**config.mk**
```make
export PLATFORM = sky130hd
export DESIGN_NAME = uart_top
export DESIGN_NICKNAME = d
export VERILOG_FILES = /design/src/uart_pkg.sv /design/src/uart_if.sv /design/src/uart_core.sv /design/src/uart_regs.sv /design/src/uart_rx.sv /design/src/uart_top.sv /design/src/uart_tx.sv
export SDC_FILE = /design/constraint.sdc
export NUM_CORES = 1
export LEC_CHECK = 0
export ABC_AREA = 1
export BUFFER_PORTS_ARGS = -buffer_cell sky130_fd_sc_hd__buf_2
export CAP_MARGIN = 20
export CORE_UTILIZATION = 45
export CTS_BUF_LIST = sky130_fd_sc_hd__clkbuf_16
export CTS_CLUSTER_DIAMETER = 60
export CTS_CLUSTER_SIZE = 10
export DETAILED_ROUTE_END_ITERATION = 8
export PLACE_DENSITY = 0.6
export SLEW_MARGIN = 10
export SYNTH_ARGS = -nofsm -noshare
export SYNTH_HDL_FRONTEND = slang
export SYNTH_HIERARCHICAL = 1
export SYNTH_SLANG_ARGS = --single-unit
```
**constraint.sdc**
```tcl
create_clock -name clk -period 4.2 [get_ports clk]
set_input_delay 1.26 -clock clk [delete_from_list [all_inputs] [get_ports clk]]
set_output_delay 1.26 -clock clk [all_outputs]
set_load 0.01 [all_outputs]
```
**src/uart_pkg.sv**
```systemverilog
`default_nettype none

package uart_pkg;

    //////////////////////////////////////////////////
    // Register map
    localparam logic [1:0] ADDR_DATA    = 2'd0;
    localparam logic [1:0] ADDR_DIVISOR = 2'd1;
    localparam logic [1:0] ADDR_CTRL    = 2'd2;
    localparam logic [1:0] ADDR_STATUS  = 2'd3;

    // Control register bits
    localparam int CTRL_TX_EN       = 0;
    localparam int CTRL_RX_EN       = 1;
    localparam int CTRL_PARITY_EN   = 2;
    localparam int CTRL_EVEN_PARITY = 3;
    localparam int CTRL_DUAL_STOP   = 4;

    // Status register bits (read only)
    localparam int STAT_TX_EMPTY    = 0;
    localparam int STAT_RX_VALID    = 1;
    localparam int STAT_FRAMING_ERR = 2;
    localparam int STAT_PARITY_ERR  = 3;

    //////////////////////////////////////////////////
    // Frame and bus widths
    localparam int DATA_BITS = 8;  // Data bits per frame
    localparam int DIV_W     = 32; // Bit period divisor
    localparam int BUS_W     = 32;

endpackage

`default_nettype wire

```
**src/uart_if.sv**
```systemverilog
`timescale 1ns/1ns
`default_nettype none

// Line settings shared by transmitter and receiver
interface uart_cfg_if;

    logic [uart_pkg::DIV_W-1:0] divisor; // Bit period minus one
    logic                       tx_en;
    logic                       rx_en;
    logic                       parity_en;
    logic                       even_parity;
    logic                       dual_stop;

    modport regs (
        output divisor,
        output tx_en,
        output rx_en,
        output parity_en,
        output even_parity,
        output dual_stop
    );

    modport core (
        input divisor,
        input tx_en,
        input rx_en,
        input parity_en,
        input even_parity,
        input dual_stop
    );

endinterface

// Result of one received frame
interface uart_rx_if;

    logic       frame_done; // Single cycle pulse
    logic [7:0] rx_byte;
    logic       parity_err;
    logic       framing_err;

    modport rx   (output frame_done, output rx_byte, output parity_err, output framing_err);
    modport core (input frame_done, input rx_byte, input parity_err, input framing_err);

endinterface

`default_nettype wire

```
**src/uart_core.sv**
```systemverilog
`timescale 1ns/1ns
`default_nettype none

module uart_core (
    input  logic       clk,
    input  logic       rst,
    uart_cfg_if.core   cfg,
    input  logic       tx_start,
    input  logic [7:0] tx_data,
    input  logic       data_read,
    output logic [7:0] rx_data,
    output logic       tx_busy,
    output logic       rx_valid,
    output logic       err_framing,
    output logic       err_parity,
    output logic       ser_tx,
    input  logic       ser_rx
);

    uart_rx_if rx_if ();

    logic [uart_pkg::DATA_BITS-1:0] rx_buf;
    logic                           frame_ok;

    uart_tx u_tx (
        .clk    (clk),
        .rst    (rst),
        .cfg    (cfg),
        .start  (tx_start),
        .data   (tx_data),
        .busy   (tx_busy),
        .ser_tx (ser_tx)
    );

    uart_rx u_rx (
        .clk    (clk),
        .rst    (rst),
        .cfg    (cfg),
        .ser_rx (ser_rx),
        .rx     (rx_if)
    );

    assign frame_ok = rx_if.frame_done && !rx_if.framing_err;

    // New frame overwrites an unread byte
    always_ff @(posedge clk) begin
        if (frame_ok)
            rx_buf <= rx_if.rx_byte;
    end

    assign rx_data = rx_buf;

    always_ff @(posedge clk) begin
        if (rst) begin
            rx_valid    <= 1'b0;
            err_framing <= 1'b0;
            err_parity  <= 1'b0;
        end else begin
            if (data_read)
                rx_valid <= 1'b0;
            if (frame_ok)
                rx_valid <= 1'b1; // New byte wins over a read in the same cycle
            if (rx_if.frame_done) begin
                err_framing <= rx_if.framing_err;
                err_parity  <= rx_if.parity_err;
            end
        end
    end

endmodule

`default_nettype wire

```
**src/uart_regs.sv**
```systemverilog
`timescale 1ns/1ns
`default_nettype none

module uart_regs (
    input  logic                       clk,
    input  logic                       rst,
    input  logic [1:0]                 bus_addr,
    input  logic                       bus_wr,
    input  logic                       bus_rd,
    input  logic [uart_pkg::BUS_W-1:0] bus_wdata,
    output logic [uart_pkg::BUS_W-1:0] bus_rdata,
    uart_cfg_if.regs                   cfg,
    output logic                       tx_start,
    output logic [7:0]                 tx_data,
    output logic                       data_read,
    input  logic [7:0]                 rx_data,
    input  logic                       tx_busy,
    input  logic                       rx_valid,
    input  logic                       err_framing,
    input  logic                       err_parity
);

    logic [uart_pkg::DIV_W-1:0]        divisor_q;
    logic [uart_pkg::CTRL_DUAL_STOP:0] ctrl_q;
    logic [uart_pkg::BUS_W-1:0]        rd_word;

    //////////////////////////////////////////////////
    // Writable registers
    always_ff @(posedge clk) begin
        if (rst) begin
            divisor_q <= '0;
            ctrl_q    <= '0;
        end else if (bus_wr) begin
            case (bus_addr)
                uart_pkg::ADDR_DIVISOR: divisor_q <= bus_wdata[uart_pkg::DIV_W-1:0];
                uart_pkg::ADDR_CTRL:    ctrl_q    <= bus_wdata[uart_pkg::CTRL_DUAL_STOP:0];
                default: ;
            endcase
        end
    end

    assign cfg.divisor     = divisor_q;
    assign cfg.tx_en       = ctrl_q[uart_pkg::CTRL_TX_EN];
    assign cfg.rx_en       = ctrl_q[uart_pkg::CTRL_RX_EN];
    assign cfg.parity_en   = ctrl_q[uart_pkg::CTRL_PARITY_EN];
    assign cfg.even_parity = ctrl_q[uart_pkg::CTRL_EVEN_PARITY];
    assign cfg.dual_stop   = ctrl_q[uart_pkg::CTRL_DUAL_STOP];

    // Data register strobes
    assign tx_start  = bus_wr && (bus_addr == uart_pkg::ADDR_DATA);
    assign tx_data   = bus_wdata[7:0];
    assign data_read = bus_rd && (bus_addr == uart_pkg::ADDR_DATA);

    //////////////////////////////////////////////////
    // Read mux
    always_comb begin
        rd_word = '0;
        case (bus_addr)
            uart_pkg::ADDR_DATA:    rd_word[7:0] = rx_data;
            uart_pkg::ADDR_DIVISOR: rd_word[uart_pkg::DIV_W-1:0] = divisor_q;
            uart_pkg::ADDR_CTRL:    rd_word[uart_pkg::CTRL_DUAL_STOP:0] = ctrl_q;
            default: begin
                rd_word[uart_pkg::STAT_TX_EMPTY]    = ~tx_busy;
                rd_word[uart_pkg::STAT_RX_VALID]    = rx_valid;
                rd_word[uart_pkg::STAT_FRAMING_ERR] = err_framing;
                rd_word[uart_pkg::STAT_PARITY_ERR]  = err_parity;
            end
        endcase
    end

    always_ff @(posedge clk) begin
        if (rst)
            bus_rdata <= '0;
        else if (bus_rd)
            bus_rdata <= rd_word; // Held until the next read
    end

endmodule

`default_nettype wire

```
**src/uart_rx.sv**
```systemverilog
`timescale 1ns/1ns
`default_nettype none

module uart_rx (
    input  logic     clk,
    input  logic     rst,
    uart_cfg_if.core cfg,
    input  logic     ser_rx,
    uart_rx_if.rx    rx
);

    typedef enum logic [2:0] {
        S_IDLE,
        S_START,
        S_DATA,
        S_PARITY,
        S_STOP
    } rx_state_t;

    rx_state_t                              state;
    logic [2:0]                             line_q; // Two sync flops plus edge history
    logic                                   rx_s;
    logic                                   rx_fall;
    logic                                   sample;
    logic [uart_pkg::DIV_W-1:0]             div_cnt;
    logic [$clog2(uart_pkg::DATA_BITS)-1:0] bit_cnt;
    logic                                   second_stop;
    logic [uart_pkg::DATA_BITS-1:0]         shift_q;
    logic                                   perr_q;
    logic                                   ferr_q;
    logic                                   done_q;

    //////////////////////////////////////////////////
    // Input synchronizer and start edge
    always_ff @(posedge clk) begin
        if (rst)
            line_q <= '1; // Idle line is high
        else
            line_q <= {line_q[1:0], ser_rx};
    end

    assign rx_s    = line_q[1];
    assign rx_fall = line_q[2] & ~line_q[1];

    // Start bit checked at half period and the rest one full period apart
    assign sample = (state == S_START) ? (div_cnt == (cfg.divisor >> 1))
                                       : (div_cnt == cfg.divisor);

    always_ff @(posedge clk) begin
        if (state == S_DATA && sample)
            shift_q <= {rx_s, shift_q[uart_pkg::DATA_BITS-1:1]};
    end

    //////////////////////////////////////////////////
    // Frame FSM
    always_ff @(posedge clk) begin
        if (rst) begin
            state       <= S_IDLE;
            div_cnt     <= '0;
            bit_cnt     <= '0;
            second_stop <= 1'b0;
            perr_q      <= 1'b0;
            ferr_q      <= 1'b0;
            done_q      <= 1'b0;
        end else begin
            done_q <= 1'b0;
            if (state == S_IDLE) begin
                div_cnt <= '0;
                if (cfg.rx_en && rx_fall)
                    state <= S_START;
            end else if (!sample) begin
                div_cnt <= div_cnt + 1'b1;
            end else begin
                div_cnt <= '0;
                case (state)
                    S_START: begin
                        if (rx_s) begin
                            state <= S_IDLE; // Glitch rather than a start bit
                        end else begin
                            bit_cnt     <= '0;
                            second_stop <= 1'b0;
                            perr_q      <= 1'b0;
                            ferr_q      <= 1'b0;
                            state       <= S_DATA;
                        end
                    end
                    S_DATA: begin
                        if (int'(bit_cnt) == uart_pkg::DATA_BITS - 1)
                            state <= cfg.parity_en ? S_PARITY : S_STOP;
                        else
                            bit_cnt <= bit_cnt + 1'b1;
                    end
                    S_PARITY: begin
                        perr_q <= (rx_s != (^shift_q ^ ~cfg.even_parity));
                        state  <= S_STOP;
                    end
                    S_STOP: begin
                        ferr_q <= ferr_q | ~rx_s; // Any low stop bit
                        if (cfg.dual_stop && !second_stop) begin
                            second_stop <= 1'b1;
                        end else begin
                            done_q <= 1'b1;
                            state  <= S_IDLE;
                        end
                    end
                    default: state <= S_IDLE;
                endcase
            end
        end
    end

    assign rx.frame_done  = done_q;
    assign rx.rx_byte     = shift_q;
    assign rx.parity_err  = perr_q;
    assign rx.framing_err = ferr_q;

endmodule

`default_nettype wire

```
**src/uart_top.sv**
```systemverilog
`timescale 1ns/1ns
`default_nettype none

module uart_top (
    input  logic                       clk,
    input  logic                       rst,
    input  logic [1:0]                 bus_addr,
    input  logic                       bus_wr,
    input  logic                       bus_rd,
    input  logic [uart_pkg::BUS_W-1:0] bus_wdata,
    output logic [uart_pkg::BUS_W-1:0] bus_rdata,
    output logic                       ser_tx,
    input  logic                       ser_rx
);

    uart_cfg_if cfg_if ();

    logic       tx_start;
    logic [7:0] tx_data;
    logic       data_read;
    logic [7:0] rx_data;
    logic       tx_busy;
    logic       rx_valid;
    logic       err_framing;
    logic       err_parity;

    uart_regs u_regs (
        .clk         (clk),
        .rst         (rst),
        .bus_addr    (bus_addr),
        .bus_wr      (bus_wr),
        .bus_rd      (bus_rd),
        .bus_wdata   (bus_wdata),
        .bus_rdata   (bus_rdata),
        .cfg         (cfg_if),
        .tx_start    (tx_start),
        .tx_data     (tx_data),
        .data_read   (data_read),
        .rx_data     (rx_data),
        .tx_busy     (tx_busy),
        .rx_valid    (rx_valid),
        .err_framing (err_framing),
        .err_parity  (err_parity)
    );

    uart_core u_core (
        .clk         (clk),
        .rst         (rst),
        .cfg         (cfg_if),
        .tx_start    (tx_start),
        .tx_data     (tx_data),
        .data_read   (data_read),
        .rx_data     (rx_data),
        .tx_busy     (tx_busy),
        .rx_valid    (rx_valid),
        .err_framing (err_framing),
        .err_parity  (err_parity),
        .ser_tx      (ser_tx),
        .ser_rx      (ser_rx)
    );

endmodule

`default_nettype wire

```
**src/uart_tx.sv**
```systemverilog
`timescale 1ns/1ns
`default_nettype none

module uart_tx (
    input  logic       clk,
    input  logic       rst,
    uart_cfg_if.core   cfg,
    input  logic       start,
    input  logic [7:0] data,
    output logic       busy,
    output logic       ser_tx
);

    typedef enum logic [2:0] {
        S_IDLE,
        S_START,
        S_DATA,
        S_PARITY,
        S_STOP
    } tx_state_t;

    tx_state_t                              state;
    logic [uart_pkg::DIV_W-1:0]             div_cnt;
    logic [$clog2(uart_pkg::DATA_BITS)-1:0] bit_cnt;
    logic                                   second_stop;
    logic [uart_pkg::DATA_BITS-1:0]         shift_q;
    logic                                   parity_q;
    logic                                   load;
    logic                                   bit_end;

    assign load    = (state == S_IDLE) && start && cfg.tx_en;
    assign bit_end = (state != S_IDLE) && (div_cnt == cfg.divisor);
    assign busy    = (state != S_IDLE);

    // Byte and its parity latched at start
    always_ff @(posedge clk) begin
        if (load) begin
            shift_q  <= data;
            parity_q <= ^data ^ ~cfg.even_parity;
        end else if (bit_end && (state == S_START || state == S_DATA)) begin
            shift_q <= shift_q >> 1; // LSB first
        end
    end

    always_ff @(posedge clk) begin
        if (rst) begin
            state       <= S_IDLE;
            div_cnt     <= '0;
            bit_cnt     <= '0;
            second_stop <= 1'b0;
            ser_tx      <= 1'b1;
        end else if (load) begin
            state   <= S_START;
            div_cnt <= '0;
            ser_tx  <= 1'b0; // Start bit
        end else if (state != S_IDLE) begin
            if (!bit_end) begin
                div_cnt <= div_cnt + 1'b1;
            end else begin
                div_cnt <= '0;
                case (state)
                    S_START: begin
                        ser_tx  <= shift_q[0];
                        bit_cnt <= '0;
                        state   <= S_DATA;
                    end
                    S_DATA: begin
                        if (int'(bit_cnt) == uart_pkg::DATA_BITS - 1) begin
                            if (cfg.parity_en) begin
                                ser_tx <= parity_q;
                                state  <= S_PARITY;
                            end else begin
                                ser_tx      <= 1'b1;
                                second_stop <= 1'b0;
                                state       <= S_STOP;
                            end
                        end else begin
                            ser_tx  <= shift_q[0];
                            bit_cnt <= bit_cnt + 1'b1;
                        end
                    end
                    S_PARITY: begin
                        ser_tx      <= 1'b1;
                        second_stop <= 1'b0;
                        state       <= S_STOP;
                    end
                    S_STOP: begin
                        if (cfg.dual_stop && !second_stop)
                            second_stop <= 1'b1;
                        else
                            state <= S_IDLE; // Line stays high
                    end
                    default: state <= S_IDLE;
                endcase
            end
        end
    end

endmodule

`default_nettype wire
```
==> metrics <==
Hold Buf Count CTS 0; # port buffers 71; Worst-Skew Late Latency 0.43 ns; Via density approximately 5; height of the chip 157.4 um; Core Area 23,610 um^2; initial antenna violation count 0; fill count 2,499; DRC viols 0; Worst Hold End u_core/u_rx/line_q[1]; flops & latches, synth 182; Worst R2R End u_core/u_rx/div_cnt[22]; CTS Buf Count 17; fin nets 1,772; Syn Nets 1,737; routed wire length 30,500 um; post-synth cell types 42; r2r startpoint u_core/u_rx/state[0]; hold-critical path depth 1; Post-Syn Instances 1,692; Critical Path Sink Type flip-flop; Worst R2R Setup Slack 1.09 ns; status completed; Synth-to-Final Area Change 9.116%; setup tns final 0 ns; Leak about 5 nW; GRT overflow 0; gr usage total 0.2529; Reg2Reg Depth 13; RSZ-0062 raised after global routing no; largest net degree at the start of global routing 63; Ys Warns 6; Cell Pwr Density 391.3 nW/um^2; VDD IR max ~230 uV; Psw 0.001670 W; Root Driver clkbuf_16; routed length per instance 14.81 um; min Tclk post-route ~3.1 ns; layout cell share with drive strength beyond 1 0.09483; FP Rows 56; Chip Width 157.4 um; DR pass1 iterations 6; final setup violation count 0; maxcap violations 0; CTS tree yes; Startpoint Class flip-flop; FFs w/ async S/R, synth 0; htree depth 4; Post-CTS Resized 0; switch share 0.3598; hold crit path type flip-flop to flip-flop; CP startpoint u_core/u_rx/state[0]; Seq/Total Area, Yosys 0.3582; Final Wtd Congestion 0.8803; critical path peak fanout 32; Tcrit/Tclk final 0.7413; setup slack after layout 1.087 ns; number of synthesized flops with an enable pin 25; Die Area between 20,000 and 25,000 um^2; CTS clk-pin slew, worst paths about 0.070 ns; HPWL Detailed 22,770 um; # diodes 0; Slew Viols, Final 0; via count of the routed design 10,590; Crit Path Category flip-flop to flip-flop; Mapped Area 10,870 um^2; Post-synth top flop dfxtp_1; pre-CTS setup slack 0.9990 ns; post-CTS setup repair buffer count 0; Clock Skews 0.01011 ns; vias in the first global route 9,602; Hold Vio Cnt, Final 0; required time worst endpoint about 4.5 ns; Avg Cell Area, Syn 6.425 um^2; first-pass GRT wire length 48,850 um; clock power share 0.335; CTS Buffer Depth 2; Max Fclk 321.2 MHz; 1st-iter DRT viols 764; io pins 72; part of the power in registers 0.405; WP data arrival 3.45 ns; clk sinks 182; combinational share of power 0.261; DRT antenna net count 0; Slew HR 0.2687; hold_sp u_core/u_rx/line_q[0]; Pint 0.002972 W; Starting Density 0.4604; worst slew pin tran 1.094 ns
[critical path, stage by stage, from the launching register on]
cell and delay, ns:
dfxtp_1 0.56, nand2_2 0.11, nor2_4 0.50, buf_12 0.25
nand2_1 0.08, nand3_1 0.09, nand2_1 0.06, nand2_1 0.10
nor2_1 0.06, nand2_1 0.05, nor2_1 0.05, nand2_2 0.13
nand3_2 0.57, nor3b_1 0.38
[power by group through the flow]
stage | registers (W) | clock network (W) | logic, W
floorplan | 0.00189 | 0 | 0.000985
global placement | 0.00192 | 0 | 0.00118
detailed placement | 0.00192 | 0 | 0.00119
CTS | 0.00188 | 0.00159 | 0.00120
global route | 0.00189 | 0.00166 | 0.00137
finish | 0.00188 | 0.00155 | 0.00121
[cells in the mapped netlist (15+ instances only)]
library cell  count  area [um^2]
a21oi_1         101        505.5
buf_2            18        90.09
buf_4            16        120.1
clkbuf_1         16        60.06
dfxtp_1         157         3143
edfxtp_1         25        750.7
inv_1           197        739.5
nand2_1         530         1989
nand3_1         180        900.9
nand4_1          23        143.9
nor2_1          180        675.7
nor3_1           41        205.2
o21ai_0          47        235.2
xnor2_1          15        131.4
xor2_1           37        324.1
[layout make-up]
| type | instances | area (um^2) | area share |
|---|---|---|---|
| timing repair buffer | 78 | 417.9 | 0.03523 |
| tap | 319 | 399.1 | 0.03365 |
| multi-input combinational | 1239 | 5807 | 0.4896 |
| clock buffer | 17 | 425.4 | 0.03586 |
| sequential | 182 | 3894 | 0.3283 |
| clock inverter | 15 | 133.9 | 0.01129 |
| inverter | 209 | 784.5 | 0.06614 |
[sequential cells by signal, summed over array words and instances (netlist names)]
signal / flops
u_core/err_framing: 1
u_core/err_parity: 1
u_core/rx_data: 8
u_core/rx_valid: 1
u_core/u_rx/bit_cnt: 3
u_core/u_rx/div_cnt: 32
u_core/u_rx/line_q: 3
u_core/u_rx/rx.frame_done: 1
u_core/u_rx/rx.framing_err: 1
u_core/u_rx/rx.parity_err: 1
u_core/u_rx/rx.rx_byte: 8
u_core/u_rx/second_stop: 1
u_core/u_rx/state: 3
u_core/u_tx/bit_cnt: 3
u_core/u_tx/div_cnt: 32
u_core/u_tx/parity_q: 1
u_core/u_tx/second_stop: 1
u_core/u_tx/ser_tx: 1
u_core/u_tx/shift_q: 8
u_core/u_tx/state: 3
u_regs/bus_rdata: 32
u_regs/cfg.divisor: 32
u_regs/ctrl_q: 5
[layer usage]
metal | up-vias | global-route usage | routed length [um]
li1 | 5443 | - | -
met1 | 4809 | 0.3409 | 14500
met2 | 301 | 0.4117 | 13750
met3 | 32 | 0.04130 | 1615
met4 | 0 | 0.07906 | 633
met5 | - | 0 | 0
[kinds of logic after synthesis]
kind of cell / synth area share
and+or+nand+nor: 0.4099
buffers and inverters: 0.1076
DFF: 0.3582
AOI/OAI and AO/OA: 0.07551
xor gates and xnor gates: 0.04190
adders and majority gates: 0.006906
[cell usage in the layout (no fill, tap or decap), types with 3 or more instances in the layout]
cell type | synthesis | routed
o21ai_0 | 47 | 47
buf_2 | 18 | 72
nand3_1 | 180 | 180
a21oi_1 | 101 | 101
inv_8 | 0 | 5
nor2_1 | 180 | 180
nor2_4 | 9 | 9
buf_4 | 16 | 5
dfxtp_1 | 157 | 157
nand4_1 | 23 | 23
inv_6 | 0 | 5
and2_1 | 3 | 3
inv_1 | 197 | 197
nand2_1 | 530 | 530
nand2_2 | 9 | 9
xnor2_1 | 15 | 15
nor4_1 | 9 | 9
a31oi_1 | 4 | 4
inv_2 | 12 | 12
ha_1 | 6 | 6
xor2_1 | 37 | 37
nor3b_1 | 6 | 6
edfxtp_1 | 25 | 25
or2_2 | 3 | 3
nand3_2 | 5 | 5
nor3_1 | 41 | 41
nor2_2 | 12 | 12
nand3b_1 | 3 | 3
clkbuf_16 | 0 | 17
[how the worst max path moves through the flow]
stage,to,slack (ns),cells past startpoint
final,u_core/u_rx/div_cnt[22],1.09,13
after global routing,u_core/u_rx/rx.rx_byte[0],0.75,13
after CTS,u_core/u_rx/div_cnt[22],1.10,13
after detailed placement,u_core/u_tx/div_cnt[24],1.0,14
after global placement,u_core/u_tx/div_cnt[24],1.01,14
after floorplan,u_core/u_tx/shift_q[0],1.33,9
[stage by stage]
step	hold slack (ns)	instance area, um^2	power [W]	cells	utilization
global placement	0.3916	11300	0.003097	2026	0.4784
finish	0.4128	11860	0.004642	2059	0.5023
global route	0.4264	11860	0.004918	2059	0.5023
CTS	0.4143	11860	0.004669	2058	0.5021
floorplan	0.3895	10870	0.002879	1692	-
detailed placement	0.3958	11300	0.003113	2026	0.4784
Note: power is estimated with default switching activity, not from simulation.
